File: src/hdl/calc_pkg.sv
// Shared widths, operation codes, packet structs and pipe latencies of the execution core
`default_nettype none

package calc_pkg;

  localparam int data_width_gp     = 32;
  localparam int reg_addr_width_gp = 5;

  // Completion pipe depth and the stage where multiply results land
  localparam int comp_stages_gp    = 3;
  localparam int mul_land_stage_gp = 2;

  typedef logic [data_width_gp-1:0]     data_t;
  typedef logic [reg_addr_width_gp-1:0] reg_addr_t;

  typedef enum logic [3:0]
  {
    op_add
    , op_sub
    , op_and
    , op_or
    , op_xor
    , op_sll
    , op_srl
    , op_sltu
    , op_mul
    , op_divu
    , op_remu
  } calc_op_e;

  typedef struct packed
  {
    calc_op_e  op;
    reg_addr_t rd;
    reg_addr_t rs1_addr;
    reg_addr_t rs2_addr;
    data_t     rs1;
    data_t     rs2;
  } dispatch_pkt_t;

  typedef struct packed
  {
    calc_op_e  op;
    reg_addr_t rd;
    data_t     a;
    data_t     b;
  } exec_req_t;

  // w_v marks a pending register write, data_v marks data that is final
  typedef struct packed
  {
    logic      w_v;
    logic      data_v;
    reg_addr_t rd;
    data_t     data;
  } comp_entry_t;

  typedef struct packed
  {
    reg_addr_t rd;
    data_t     data;
  } wb_pkt_t;

  typedef enum logic [1:0]
  {
    div_idle
    , div_busy
    , div_done
  } div_state_e;

endpackage

`default_nettype wire

File: src/hdl/calc_int_pipe.sv
// Single-cycle integer ALU evaluated combinationally in the issue cycle
`timescale 1ns/1ps
`default_nettype none

module calc_int_pipe
  import calc_pkg::*;
 (input  exec_req_t req_i
  , output data_t   result_o
  );

  logic [4:0] shamt;

  assign shamt = req_i.b[4:0];

  always_comb
    begin
      case (req_i.op)
        op_add  : result_o = req_i.a + req_i.b;
        op_sub  : result_o = req_i.a - req_i.b;
        op_and  : result_o = req_i.a & req_i.b;
        op_or   : result_o = req_i.a | req_i.b;
        op_xor  : result_o = req_i.a ^ req_i.b;
        op_sll  : result_o = req_i.a << shamt;
        op_srl  : result_o = req_i.a >> shamt;
        op_sltu : result_o = {{(data_width_gp-1){1'b0}}, (req_i.a < req_i.b)};
        // Multiply and divide results come from their own pipes
        default : result_o = '0;
      endcase
    end

endmodule

`default_nettype wire

File: src/hdl/calc_mul_pipe.sv
// Two-register multiplier whose product meets its entry at the landing completion stage
`timescale 1ns/1ps
`default_nettype none

module calc_mul_pipe
  import calc_pkg::*;
 (input  logic        clk_i
  , input  logic      reset_i

  , input  logic      v_i
  , input  exec_req_t req_i

  , output logic      mul_v_o
  , output data_t     mul_data_o
  );

  logic  op_v_r, prod_v_r;
  data_t a_r, b_r;
  data_t prod, prod_r;

  // Only the low word of the product is kept
  assign prod = a_r * b_r;

  always_ff @(posedge clk_i)
    begin
      if (reset_i)
        begin
          op_v_r   <= 1'b0;
          prod_v_r <= 1'b0;
        end
      else
        begin
          op_v_r   <= v_i;
          prod_v_r <= op_v_r;
        end
    end

  always_ff @(posedge clk_i)
    begin
      a_r    <= req_i.a;
      b_r    <= req_i.b;
      prod_r <= prod;
    end

  assign mul_v_o    = prod_v_r;
  assign mul_data_o = prod_r;

endmodule

`default_nettype wire

File: src/hdl/calc_div_pipe.sv
// Iterative restoring unsigned divider that holds its result until writeback takes it
`timescale 1ns/1ps
`default_nettype none

module calc_div_pipe
  import calc_pkg::*;
 (input  logic        clk_i
  , input  logic      reset_i

  , input  logic      v_i
  , input  exec_req_t req_i
  , output logic      ready_o

  , output logic      busy_o
  , output reg_addr_t pending_rd_o

  , output logic      res_v_o
  , output wb_pkt_t   res_o
  , input  logic      res_ready_i
  );

  localparam int cnt_width_lp = $clog2(data_width_gp);
  localparam logic [cnt_width_lp-1:0] last_cnt_lp = cnt_width_lp'(data_width_gp - 1);

  div_state_e              state_r;
  logic [cnt_width_lp-1:0] cnt_r;
  data_t                   quot_r, rem_r, divisor_r;
  reg_addr_t               rd_r;
  logic                    is_rem_r;
  logic [data_width_gp:0]  shift_rem, sub_rem;
  logic                    fits, accept;

  assign accept = v_i & ready_o;

  // One quotient bit per cycle, dividend shifts out of the quotient register
  assign shift_rem = {rem_r, quot_r[data_width_gp-1]};
  assign sub_rem   = shift_rem - {1'b0, divisor_r};
  assign fits      = (shift_rem >= {1'b0, divisor_r});

  always_ff @(posedge clk_i)
    begin
      if (reset_i)
        begin
          state_r <= div_idle;
          cnt_r   <= '0;
        end
      else
        begin
          case (state_r)
            div_idle:
              if (accept)
                begin
                  state_r <= div_busy;
                  cnt_r   <= '0;
                end
            div_busy:
              begin
                cnt_r <= cnt_r + 1'b1;
                if (cnt_r == last_cnt_lp)
                  state_r <= div_done;
              end
            div_done:
              if (res_ready_i)
                state_r <= div_idle;
            default:
              state_r <= div_idle;
          endcase
        end
    end

  // A zero divisor always fits, giving all ones and the dividend as remainder
  always_ff @(posedge clk_i)
    begin
      if (accept)
        begin
          quot_r    <= req_i.a;
          rem_r     <= '0;
          divisor_r <= req_i.b;
          rd_r      <= req_i.rd;
          is_rem_r  <= (req_i.op == op_remu);
        end
      else if (state_r == div_busy)
        begin
          quot_r <= {quot_r[data_width_gp-2:0], fits};
          rem_r  <= fits ? sub_rem[data_width_gp-1:0] : shift_rem[data_width_gp-1:0];
        end
    end

  assign ready_o      = (state_r == div_idle);
  assign busy_o       = (state_r != div_idle);
  assign pending_rd_o = rd_r;
  assign res_v_o      = (state_r == div_done);
  assign res_o        = '{rd: rd_r, data: is_rem_r ? rem_r : quot_r};

endmodule

`default_nettype wire

File: src/hdl/calc_comp_stage.sv
// One completion pipe stage that registers its entry and merges multiply data when it lands here
`timescale 1ns/1ps
`default_nettype none

module calc_comp_stage
  import calc_pkg::*;
 #(parameter int stage_index_p = 0)
 (input  logic          clk_i
  , input  logic        reset_i

  , input  comp_entry_t entry_i

  , input  logic        mul_v_i
  , input  data_t       mul_data_i

  , output comp_entry_t entry_o
  );

  localparam logic land_lp = (stage_index_p == mul_land_stage_gp);

  comp_entry_t entry_n;
  logic        w_v_r, data_v_r;
  reg_addr_t   rd_r;
  data_t       data_r;

  always_comb
    begin
      entry_n = entry_i;
      if (land_lp && mul_v_i && entry_i.w_v && !entry_i.data_v)
        begin
          entry_n.data   = mul_data_i;
          entry_n.data_v = 1'b1;
        end
    end

  always_ff @(posedge clk_i)
    begin
      if (reset_i)
        begin
          w_v_r    <= 1'b0;
          data_v_r <= 1'b0;
        end
      else
        begin
          w_v_r    <= entry_n.w_v;
          data_v_r <= entry_n.data_v;
        end
    end

  always_ff @(posedge clk_i)
    begin
      rd_r   <= entry_n.rd;
      data_r <= entry_n.data;
    end

  assign entry_o = '{w_v: w_v_r, data_v: data_v_r, rd: rd_r, data: data_r};

endmodule

`default_nettype wire

File: src/hdl/calc_writeback.sv
// Writeback port that merges the completion pipe with divider results into one register
`timescale 1ns/1ps
`default_nettype none

module calc_writeback
  import calc_pkg::*;
 (input  logic          clk_i
  , input  logic        reset_i

  , input  comp_entry_t last_entry_i

  , input  logic        div_res_v_i
  , input  wb_pkt_t     div_res_i
  , output logic        div_res_ready_o

  , output logic        wb_v_o
  , output wb_pkt_t     wb_pkt_o
  );

  logic    take_div;
  logic    wb_v_r;
  wb_pkt_t wb_pkt_r;

  // The divider only gets slots the completion pipe leaves empty
  assign div_res_ready_o = ~last_entry_i.w_v;
  assign take_div        = div_res_v_i & div_res_ready_o;

  always_ff @(posedge clk_i)
    begin
      if (reset_i)
        wb_v_r <= 1'b0;
      else
        wb_v_r <= last_entry_i.w_v | take_div;
    end

  always_ff @(posedge clk_i)
    begin
      if (last_entry_i.w_v)
        wb_pkt_r <= '{rd: last_entry_i.rd, data: last_entry_i.data};
      else
        wb_pkt_r <= div_res_i;
    end

  assign wb_v_o   = wb_v_r;
  assign wb_pkt_o = wb_pkt_r;

endmodule

`default_nettype wire

File: src/hdl/calc_dispatch.sv
// Reservation register with operand bypass and hazard checks that issues one op per cycle
`timescale 1ns/1ps
`default_nettype none

module calc_dispatch
  import calc_pkg::*;
 (input  logic                           clk_i
  , input  logic                         reset_i

  , input  logic                         dispatch_v_i
  , input  dispatch_pkt_t                dispatch_pkt_i
  , output logic                         dispatch_ready_o

  , input  comp_entry_t [comp_stages_gp:0] stage_entries_i

  , input  logic                         div_busy_i
  , input  reg_addr_t                    div_rd_i
  , input  logic                         div_ready_i

  , input  data_t                        int_result_i
  , output exec_req_t                    issue_req_o
  , output logic                         mul_v_o
  , output logic                         div_v_o
  , output comp_entry_t                  entry_o
  );

  dispatch_pkt_t res_r, res_n;
  logic          res_v_r;
  comp_entry_t   byp_rs1, byp_rs2;
  comp_entry_t   new_rs1, new_rs2;
  logic          is_mul, is_div;
  logic          data_hazard, div_hazard, div_wait;
  logic          issue, accept;

  // Youngest writer wins since lower indices are visited last
  function automatic comp_entry_t bypass(reg_addr_t addr, data_t dflt,
                                         comp_entry_t [comp_stages_gp:0] entries);
    comp_entry_t sel;
    int          i;
    sel = '{w_v: 1'b0, data_v: 1'b1, rd: addr, data: dflt};
    for (i = comp_stages_gp; i >= 0; i--)
      begin
        if (entries[i].w_v && (entries[i].rd == addr))
          sel = entries[i];
      end
    return sel;
  endfunction

  assign byp_rs1 = bypass(res_r.rs1_addr, res_r.rs1, stage_entries_i);
  assign byp_rs2 = bypass(res_r.rs2_addr, res_r.rs2, stage_entries_i);
  assign new_rs1 = bypass(dispatch_pkt_i.rs1_addr, dispatch_pkt_i.rs1, stage_entries_i);
  assign new_rs2 = bypass(dispatch_pkt_i.rs2_addr, dispatch_pkt_i.rs2, stage_entries_i);

  assign is_mul = (res_r.op == op_mul);
  assign is_div = (res_r.op == op_divu) | (res_r.op == op_remu);

  // A matching multiply that has not reached its landing stage yet
  assign data_hazard = (byp_rs1.w_v & ~byp_rs1.data_v) | (byp_rs2.w_v & ~byp_rs2.data_v);
  assign div_hazard  = div_busy_i & ((res_r.rs1_addr == div_rd_i)
                                     | (res_r.rs2_addr == div_rd_i)
                                     | (res_r.rd == div_rd_i));
  assign div_wait    = is_div & ~div_ready_i;

  assign issue            = res_v_r & ~data_hazard & ~div_hazard & ~div_wait;
  assign dispatch_ready_o = ~res_v_r | issue;
  assign accept           = dispatch_v_i & dispatch_ready_o;

  assign issue_req_o = '{op: res_r.op, rd: res_r.rd, a: byp_rs1.data, b: byp_rs2.data};
  assign mul_v_o     = issue & is_mul;
  assign div_v_o     = issue & is_div;

  // Divide results bypass the completion pipe so their entry never writes
  assign entry_o = '{w_v    : issue & ~is_div
                    , data_v: ~is_mul
                    , rd    : res_r.rd
                    , data  : int_result_i
                    };

  // A waiting op keeps picking up results as they drain toward the register file
  always_comb
    begin
      res_n = res_r;
      if (accept)
        begin
          res_n     = dispatch_pkt_i;
          res_n.rs1 = new_rs1.data;
          res_n.rs2 = new_rs2.data;
        end
      else
        begin
          res_n.rs1 = byp_rs1.data;
          res_n.rs2 = byp_rs2.data;
        end
    end

  always_ff @(posedge clk_i)
    begin
      if (reset_i)
        res_v_r <= 1'b0;
      else if (accept)
        res_v_r <= 1'b1;
      else if (issue)
        res_v_r <= 1'b0;
    end

  always_ff @(posedge clk_i)
    begin
      res_r <= res_n;
    end

endmodule

`default_nettype wire

File: src/hdl/calc_top.sv
// Integer execution core top connecting dispatch, execution pipes, completion pipe and writeback
`timescale 1ns/1ps
`default_nettype none

module calc_top
  import calc_pkg::*;
 (input  logic            clk_i
  , input  logic          reset_i

  // Operands must reflect the register file in the cycle they are accepted
  , input  logic          dispatch_v_i
  , input  dispatch_pkt_t dispatch_pkt_i
  , output logic          dispatch_ready_o

  , output logic          wb_v_o
  , output wb_pkt_t       wb_pkt_o
  );

  comp_entry_t [comp_stages_gp:0] chain;
  comp_entry_t [comp_stages_gp:0] bypass_entries;
  comp_entry_t                    wb_entry;
  exec_req_t                      issue_req;
  data_t                          int_result, mul_data;
  logic                           mul_v, div_v, mul_res_v;
  logic                           div_ready, div_busy, div_res_v, div_res_ready;
  reg_addr_t                      div_rd;
  wb_pkt_t                        div_res;

  // The writeback register is the oldest bypass source
  assign wb_entry       = '{w_v: wb_v_o, data_v: 1'b1, rd: wb_pkt_o.rd, data: wb_pkt_o.data};
  assign bypass_entries = {wb_entry, chain[comp_stages_gp:1]};

  calc_dispatch dispatch
    (.clk_i(clk_i)
     ,.reset_i(reset_i)
     ,.dispatch_v_i(dispatch_v_i)
     ,.dispatch_pkt_i(dispatch_pkt_i)
     ,.dispatch_ready_o(dispatch_ready_o)
     ,.stage_entries_i(bypass_entries)
     ,.div_busy_i(div_busy)
     ,.div_rd_i(div_rd)
     ,.div_ready_i(div_ready)
     ,.int_result_i(int_result)
     ,.issue_req_o(issue_req)
     ,.mul_v_o(mul_v)
     ,.div_v_o(div_v)
     ,.entry_o(chain[0])
     );

  calc_int_pipe int_pipe
    (.req_i(issue_req)
     ,.result_o(int_result)
     );

  calc_mul_pipe mul_pipe
    (.clk_i(clk_i)
     ,.reset_i(reset_i)
     ,.v_i(mul_v)
     ,.req_i(issue_req)
     ,.mul_v_o(mul_res_v)
     ,.mul_data_o(mul_data)
     );

  calc_div_pipe div_pipe
    (.clk_i(clk_i)
     ,.reset_i(reset_i)
     ,.v_i(div_v)
     ,.req_i(issue_req)
     ,.ready_o(div_ready)
     ,.busy_o(div_busy)
     ,.pending_rd_o(div_rd)
     ,.res_v_o(div_res_v)
     ,.res_o(div_res)
     ,.res_ready_i(div_res_ready)
     );

  for (genvar i = 0; i < comp_stages_gp; i++)
    begin : comp_stage
      calc_comp_stage #(.stage_index_p(i)) stage
        (.clk_i(clk_i)
         ,.reset_i(reset_i)
         ,.entry_i(chain[i])
         ,.mul_v_i(mul_res_v)
         ,.mul_data_i(mul_data)
         ,.entry_o(chain[i+1])
         );
    end

  calc_writeback writeback
    (.clk_i(clk_i)
     ,.reset_i(reset_i)
     ,.last_entry_i(chain[comp_stages_gp])
     ,.div_res_v_i(div_res_v)
     ,.div_res_i(div_res)
     ,.div_res_ready_o(div_res_ready)
     ,.wb_v_o(wb_v_o)
     ,.wb_pkt_o(wb_pkt_o)
     );

endmodule

`default_nettype wire

File: config.mk
export PLATFORM = sky130hd
export DESIGN_NAME = calc_top
export DESIGN_NICKNAME = d
export VERILOG_FILES = /design/src/hdl/calc_pkg.sv /design/src/hdl/calc_int_pipe.sv /design/src/hdl/calc_mul_pipe.sv /design/src/hdl/calc_div_pipe.sv /design/src/hdl/calc_comp_stage.sv /design/src/hdl/calc_writeback.sv /design/src/hdl/calc_dispatch.sv /design/src/hdl/calc_top.sv
export SDC_FILE = /design/constraint.sdc
export NUM_CORES = 2
export LEC_CHECK = 0
export BUFFER_PORTS_ARGS = -buffer_cell sky130_fd_sc_hd__clkbuf_2
export CAP_MARGIN = 0
export CORE_UTILIZATION = 50
export DETAILED_ROUTE_END_ITERATION = 6
export HOLD_SLACK_MARGIN = 0.03
export PLACE_DENSITY = 0.75
export SYNTH_ARGS = -nofsm -noshare
export SYNTH_HDL_FRONTEND = slang
export SYNTH_SLANG_ARGS = --single-unit
File: constraint.sdc
create_clock -name clk_i -period 9.36 [get_ports clk_i]
set_clock_uncertainty 0.1 [all_clocks]
set_input_delay 0.936 -clock clk_i [delete_from_list [all_inputs] [get_ports clk_i]]
set_output_delay 0.936 -clock clk_i [all_outputs]
set_load 0.02 [all_outputs]
# Word-level counts from Yosys, hierarchy flattened
# Index checks and enable logic that the tools add are counted.
# word_totals
ff_bits	446
out_inout_bits	39
input_bits	86
# classes
eq_ne	35
magnitude_cmp	2
n_addsub	4
reduce_logical	27
bitwise	32
n_mux	33
n_mul	1
n_shift	2
# op_table
op	count
two-way mux 32 bit	13
two-way mux 39 bit	8
one-hot mux 32 bit (8 select lines)	1
== test 5 bit	19
two-way mux 64 bit	1
subtractor 32 bit	2
two-way mux 37 bit	1
greater-or-equal comparator 33 x 32 -> 1 bit	1
adder 32 bit	1
AND 32 bit	1
< comparator 32 bit	1
multiplier 32 x 32 -> 32 bit	1
OR 32 bit	1
<< shifter 32 x 5 -> 32 bit	1
>> shifter 32 x 5 -> 32 bit	1
XOR 32 bit	1
logical AND 1 bit	18
== test 4 x 3 -> 1 bit, second input constant	4
AND 1 bit	13
== test 4 bit, second input constant	3
inverter 1 bit	10
one-hot mux 5 bit (2 select lines)	1
== test 4 x 2 -> 1 bit, second input constant	2
nonzero test 2 bit	4
17 further kinds	27

# Depth between registers and ports, before layout
# depth
depth_word	17
ltp_mapped	28

# By module
# From an unflattened synthesis, not the netlist that was laid out.
# unflattened
cells_unflattened	5066
area_unflattened_um2	45102.0
# modules_own_cells
module	cells_per_inst	area_each_um2	instances	seq_area_each_um2
calc_mul_pipe	1804	17780.8	1	1961.9
calc_dispatch	1174	9178.8	1	1871.8
calc_int_pipe	1237	7637.3	1	0.0
calc_div_pipe	603	6288.5	1	2882.8
calc_comp_stage at comp_stage[0].stage ...	43	808.3	2	780.7
calc_comp_stage at comp_stage[2].stage	80	1337.5	1	780.7
calc_writeback	81	1258.7	1	760.7
calc_top	1	3.8	1	0.0

# Least setup slack after synthesis
# Ideal clock, no wire load.
# synth_path
kind	register to register
from	reg mul_pipe.b_r[3]
to	reg mul_pipe.prod_r[30], in the netlist mul_pipe.mul_data_o[30]
synth_period_minus_slack_ns	7.229
setup_slack_ns	2.131
stages_incl_launch_ff	28
setup_ns	0.072
arrival_ns	7.057
cell_sequence	dfxtp_1 -> clkbuf_1 -> clkbuf_1 -> and2_1 -> fa_1 -> inv_1 -> fa_1 -> fa_1 -> fa_1 -> inv_1 -> fa_1 -> inv_1 -> fa_1 -> inv_1 -> fa_1 -> fa_1 -> ha_1 -> a21o_1 -> a21o_1 -> a21o_1 -> a21oi_1 -> nor2b_1 -> o21ai_0 -> o221ai_1 -> or4_1 -> a31o_2 -> a21oi_1 -> xnor2_1
# synth_between
elab_chain_cells	1
# synth_lines
item	line	rtl
start, declared	calc_mul_pipe.sv:18	data_t a_r, b_r;
start signal, assigned	calc_mul_pipe.sv:41	b_r <= req_i.b;
multiplier 32 x 32 -> 32 bit	calc_mul_pipe.sv:22	assign prod = a_r * b_r;
net mul_pipe.prod[30]	calc_mul_pipe.sv:19	data_t prod, prod_r;
end signal, assigned	calc_mul_pipe.sv:42	prod_r <= prod;
end, declared	calc_mul_pipe.sv:19	
# The timed path passes the listed nets, and every way through them passes these cells.
# A chain may end at the register's enable or synchronous reset.

# Final worst setup path
# layout_path
from	reg mul_pipe.a_r[7]
to	reg mul_pipe.prod_r[31], in the netlist mul_pipe.mul_data_o[31]
# layout_between
elab_chain_cells	1
# layout_lines
item	line	rtl
start, declared	calc_mul_pipe.sv:18	
start signal, assigned	calc_mul_pipe.sv:40	a_r <= req_i.a;
multiplier 32 x 32 -> 32 bit	calc_mul_pipe.sv:22	
net mul_pipe.prod[31]	calc_mul_pipe.sv:19	
# The timed path passes the listed nets, and every way through them passes these cells.

==> results.toml <==
[floorplan]
dieHeight_um = 301
dieArea_mm2 = 0.0909
num_rows = 109
core_area_mm2 = 0.0886
ios = 125
start_util_pct = 50.6
die_w_um = 301

[setup_path]
path_common_cell = "fa_1"
r2r_start = "mul_pipe.a_r[7]"
reg2reg_depth = 24
cp_data_required_time_ns = 9.75
cp_cell_sequence = "and2_1, fa_1, inv_1, fa_1, fa_1, inv_1, fa_1, ha_1, ha_1, inv_1, fa_1, inv_1, fa_1, ha_1, o21ai_0, o21bai_1, a31oi_1, o21ai_0, a41oi_1, a311oi_1, nand4_1, nand4b_1, a21oi_1, xnor2_1"
end_kind = "register"
critPathLaunch = "mul_pipe.a_r[7]"
reg2reg_setup_slack_ns = 1.03
rr_endpoint = "mul_pipe.mul_data_o[31]"
max_stage_delay_ns = 1.02
worst-path-max-fanout = 25
cp-start-kind = "register"
crit_arrival_ns = 8.72
critical_path_class = "reg -> reg"
crit_slowest_cell = "dfxtp_1"

[timing]
fin_tns_setup_ns = 0
slew_viol_final = 0
finalCritPeriodShare_pct = 89.0
setup_viol = 0
rsz0062_at_grt = "false"
period_needed_ns = 8.33
worstMarginPinSlew_ns = 1.15
max_freq_ghz = 0.120
hold_viol_final = 0
slew_headroom_pct = 22.7

[min_path]
min_delay_worst_endpoint = "comp_stage[1].stage.data_r[31]"
worstHoldPathCells = 0
hp-class = "reg -> reg"
min-delay-start = "comp_stage[0].stage.data_r[31]"

[final_layout]
syn2layout_area_growth_pct = 6.21
stdcell_area_mm2 = 0.0476
multiInputGateArea_mm2 = 0.0314
fill_cells = 8107
nNetsFinal = 5828
drive_gt1_share_pct = 8.97
seq_area_mm2 = 0.00982

[clock_tree]
cts_resized = 0
cts_root_buf = "clkbuf_16"
cts_hold_buf = 0
clkTransAtPathRegs_ns = 0.06
post_cts_buffers = 0
clock_sinks = 446
cts_tree = "yes"
cts_buffers = 47
clk_latency_ns = 0.63
htreeDepth = 2
cts_buffer_depth = 3

[placement]
place_area_mm2 = 0.0460
io_buffers = 124
gp_congestion = 1.04
post-dp-hpwl_mm = 131

[route]
drtAntennaViolNets = 0
wl_mm = 174
num_vias = 40400
route.detailed.drc = 20
vias_per_cell = 6.43
drt_iter0_markers = 5822
dr.pass1.iters = 7
wire_per_inst_um = 27.6

[synth]
ys_async_sr_fraction_pct = 0
synth_top_area_cell = "fa_1"
syn_area_mm2 = 0.0448
yosys_warnings = 0
yosysTopAreaCellShare_pct = 18.3
synthFlopType = "dfxtp_1"
yosysUniqueCellTypes = 97
seq_area_frac_synth_pct = 21.9
ys_top_cells_by_area = "fa_1 (18%), dfxtp_1 (16%), ha_1 (7.1%)"
synth.avg_cell_area_um2 = 8.64
ys_seq_elements = 446
synth_nets = 5941
synth_edf_count = 89
syn_inst = 5190

[grt]
globalRouteTotalUtil_pct = 37.8
grt_pass1_wl_mm = 254
antenna_found_initial = 14
grt_pass1_vias = 38500
grt_max_degree = 84
grt-ovfl-total = 0

[run_status]
outcome = "finished with violations"
violations = "DRC"

[run]
max_cap_viol_count = 0
## cell families after synthesis
group	after synthesis	share of synthesized area [%]
AO/OA/AOI/OAI	1191	17.8
XOR/XNOR	216	4.22
adder cells (fa/ha/maj)	665	25.4
buffers and inverters	914	8.49
flip-flops	446	21.9
multiplexers	308	7.11
AND/OR/NAND/NOR	1450	15.0
## metrics by stage
stage,std cells,hold WS [ns],util [%],worst slack (ns)
floorplan,5190,0.230,-,2.13
global placement,6193,0.299,51.9,1.36
detailed placement,6193,0.301,51.9,1.20
CTS,6281,0.290,53.7,1.17
global route,6283,0.304,53.7,0.753
finish,6286,0.280,53.7,1.03
## worst max-delay path: cells and delay by family (launching register included)
family | cells | cell delay [ns]
buffers and inverters | 4 | 0.23
AOI/OAI and AO/OA | 7 | 2.52
adders and majority gates | 9 | 3.57
xor gates and xnor gates | 1 | 0.13
DFF | 1 | 1.02
and+or+nand+nor | 3 | 0.59
## cell type report
class / count / share of cell area, %
clock buffers: 66 / 2.86
repair buffers: 224 / 2.88
diodes: 5 / 0.0263
multi-input cells: 3830 / 65.8
flip-flops and latches: 446 / 20.6
well taps: 1165 / 3.06
inverters: 528 / 4.20
clock inverters: 22 / 0.544
## layer usage
layer | GRT usage [%] | vias up | wire (um)
li1 | - | 17300 | -
met1 | 53.1 | 19700 | 69900
met2 | 52.5 | 2849 | 68600
met3 | 12.4 | 569 | 25200
met4 | 16.6 | 12 | 9760
met5 | 0 | - | 85
## synthesized netlist by cell type (25+ instances only)
cell type    n
a211oi_1   154
a21o_1      41
a21oi_1    334
a22oi_1     49
a311oi_1    34
a31oi_1     28
and2_1     313
buf_1       38
buf_2       51
buf_4       43
clkbuf_1   236
dfxtp_1    357
edfxtp_1    89
fa_1       411
ha_1       254
inv_1      513
mux2_2      56
mux2i_1    248
nand2_1    505
nand2b_1    28
nand3_1     47
nor2_1     408
nor3_1      48
o211ai_1    75
o21ai_0    193
o21bai_1    25
o22ai_1     28
o31ai_2     25
xnor2_1    121
xor2_1      95
## state kept, by name, summed over array words and instances, names as in the netlist, 15 cells and up
| name | flops |
|---|---|
| div_pipe.divisor_r | 32 |
| mul_pipe.a_r | 32 |
| dispatch.res_r | 74 |
| comp_stage.stage.data_r | 96 |
| div_pipe.rem_r | 32 |
| writeback.wb_pkt_o | 37 |
| mul_pipe.mul_data_o | 32 |
| div_pipe.quot_r | 32 |
| comp_stage.stage.rd_r | 15 |
| mul_pipe.b_r | 32 |
## worst max path at each step
stage | endpoint | depth (start not counted)
final | mul_pipe.mul_data_o[31] | 24
after global routing | mul_pipe.mul_data_o[30] | 22
after CTS | mul_pipe.mul_data_o[30] | 22
after detailed placement | mul_pipe.mul_data_o[30] | 25
after global placement | mul_pipe.mul_data_o[30] | 25
after floorplan | mul_pipe.mul_data_o[30] | 27
## cells in the final DEF, fill, tap and decap left out, types with 28 or more instances in the layout
master     synthesis  final
a211oi_1         154    154
a21o_1            41     41
a21oi_1          334    334
a22oi_1           49     49
a311oi_1          34     33
a31oi_1           28     28
and2_1           313    312
buf_4             43    100
clkbuf_16          0     50
clkbuf_2           1    124
dfxtp_1          357    356
edfxtp_1          89     89
fa_1             411    411
ha_1             254    254
inv_1            513    510
mux2_2            56     56
mux2i_1          248    248
nand2_1          505    504
nand3_1           47     41
nor2_1           408    407
nor3_1            48     45
o211ai_1          75     75
o21ai_0          193    193
o22ai_1           28     28
xnor2_1          121    121
xor2_1            95     95
Power is left out: the tool's default activity adds up to more than one toggle a clock period on the data nets, which glitch-free logic cannot reach.
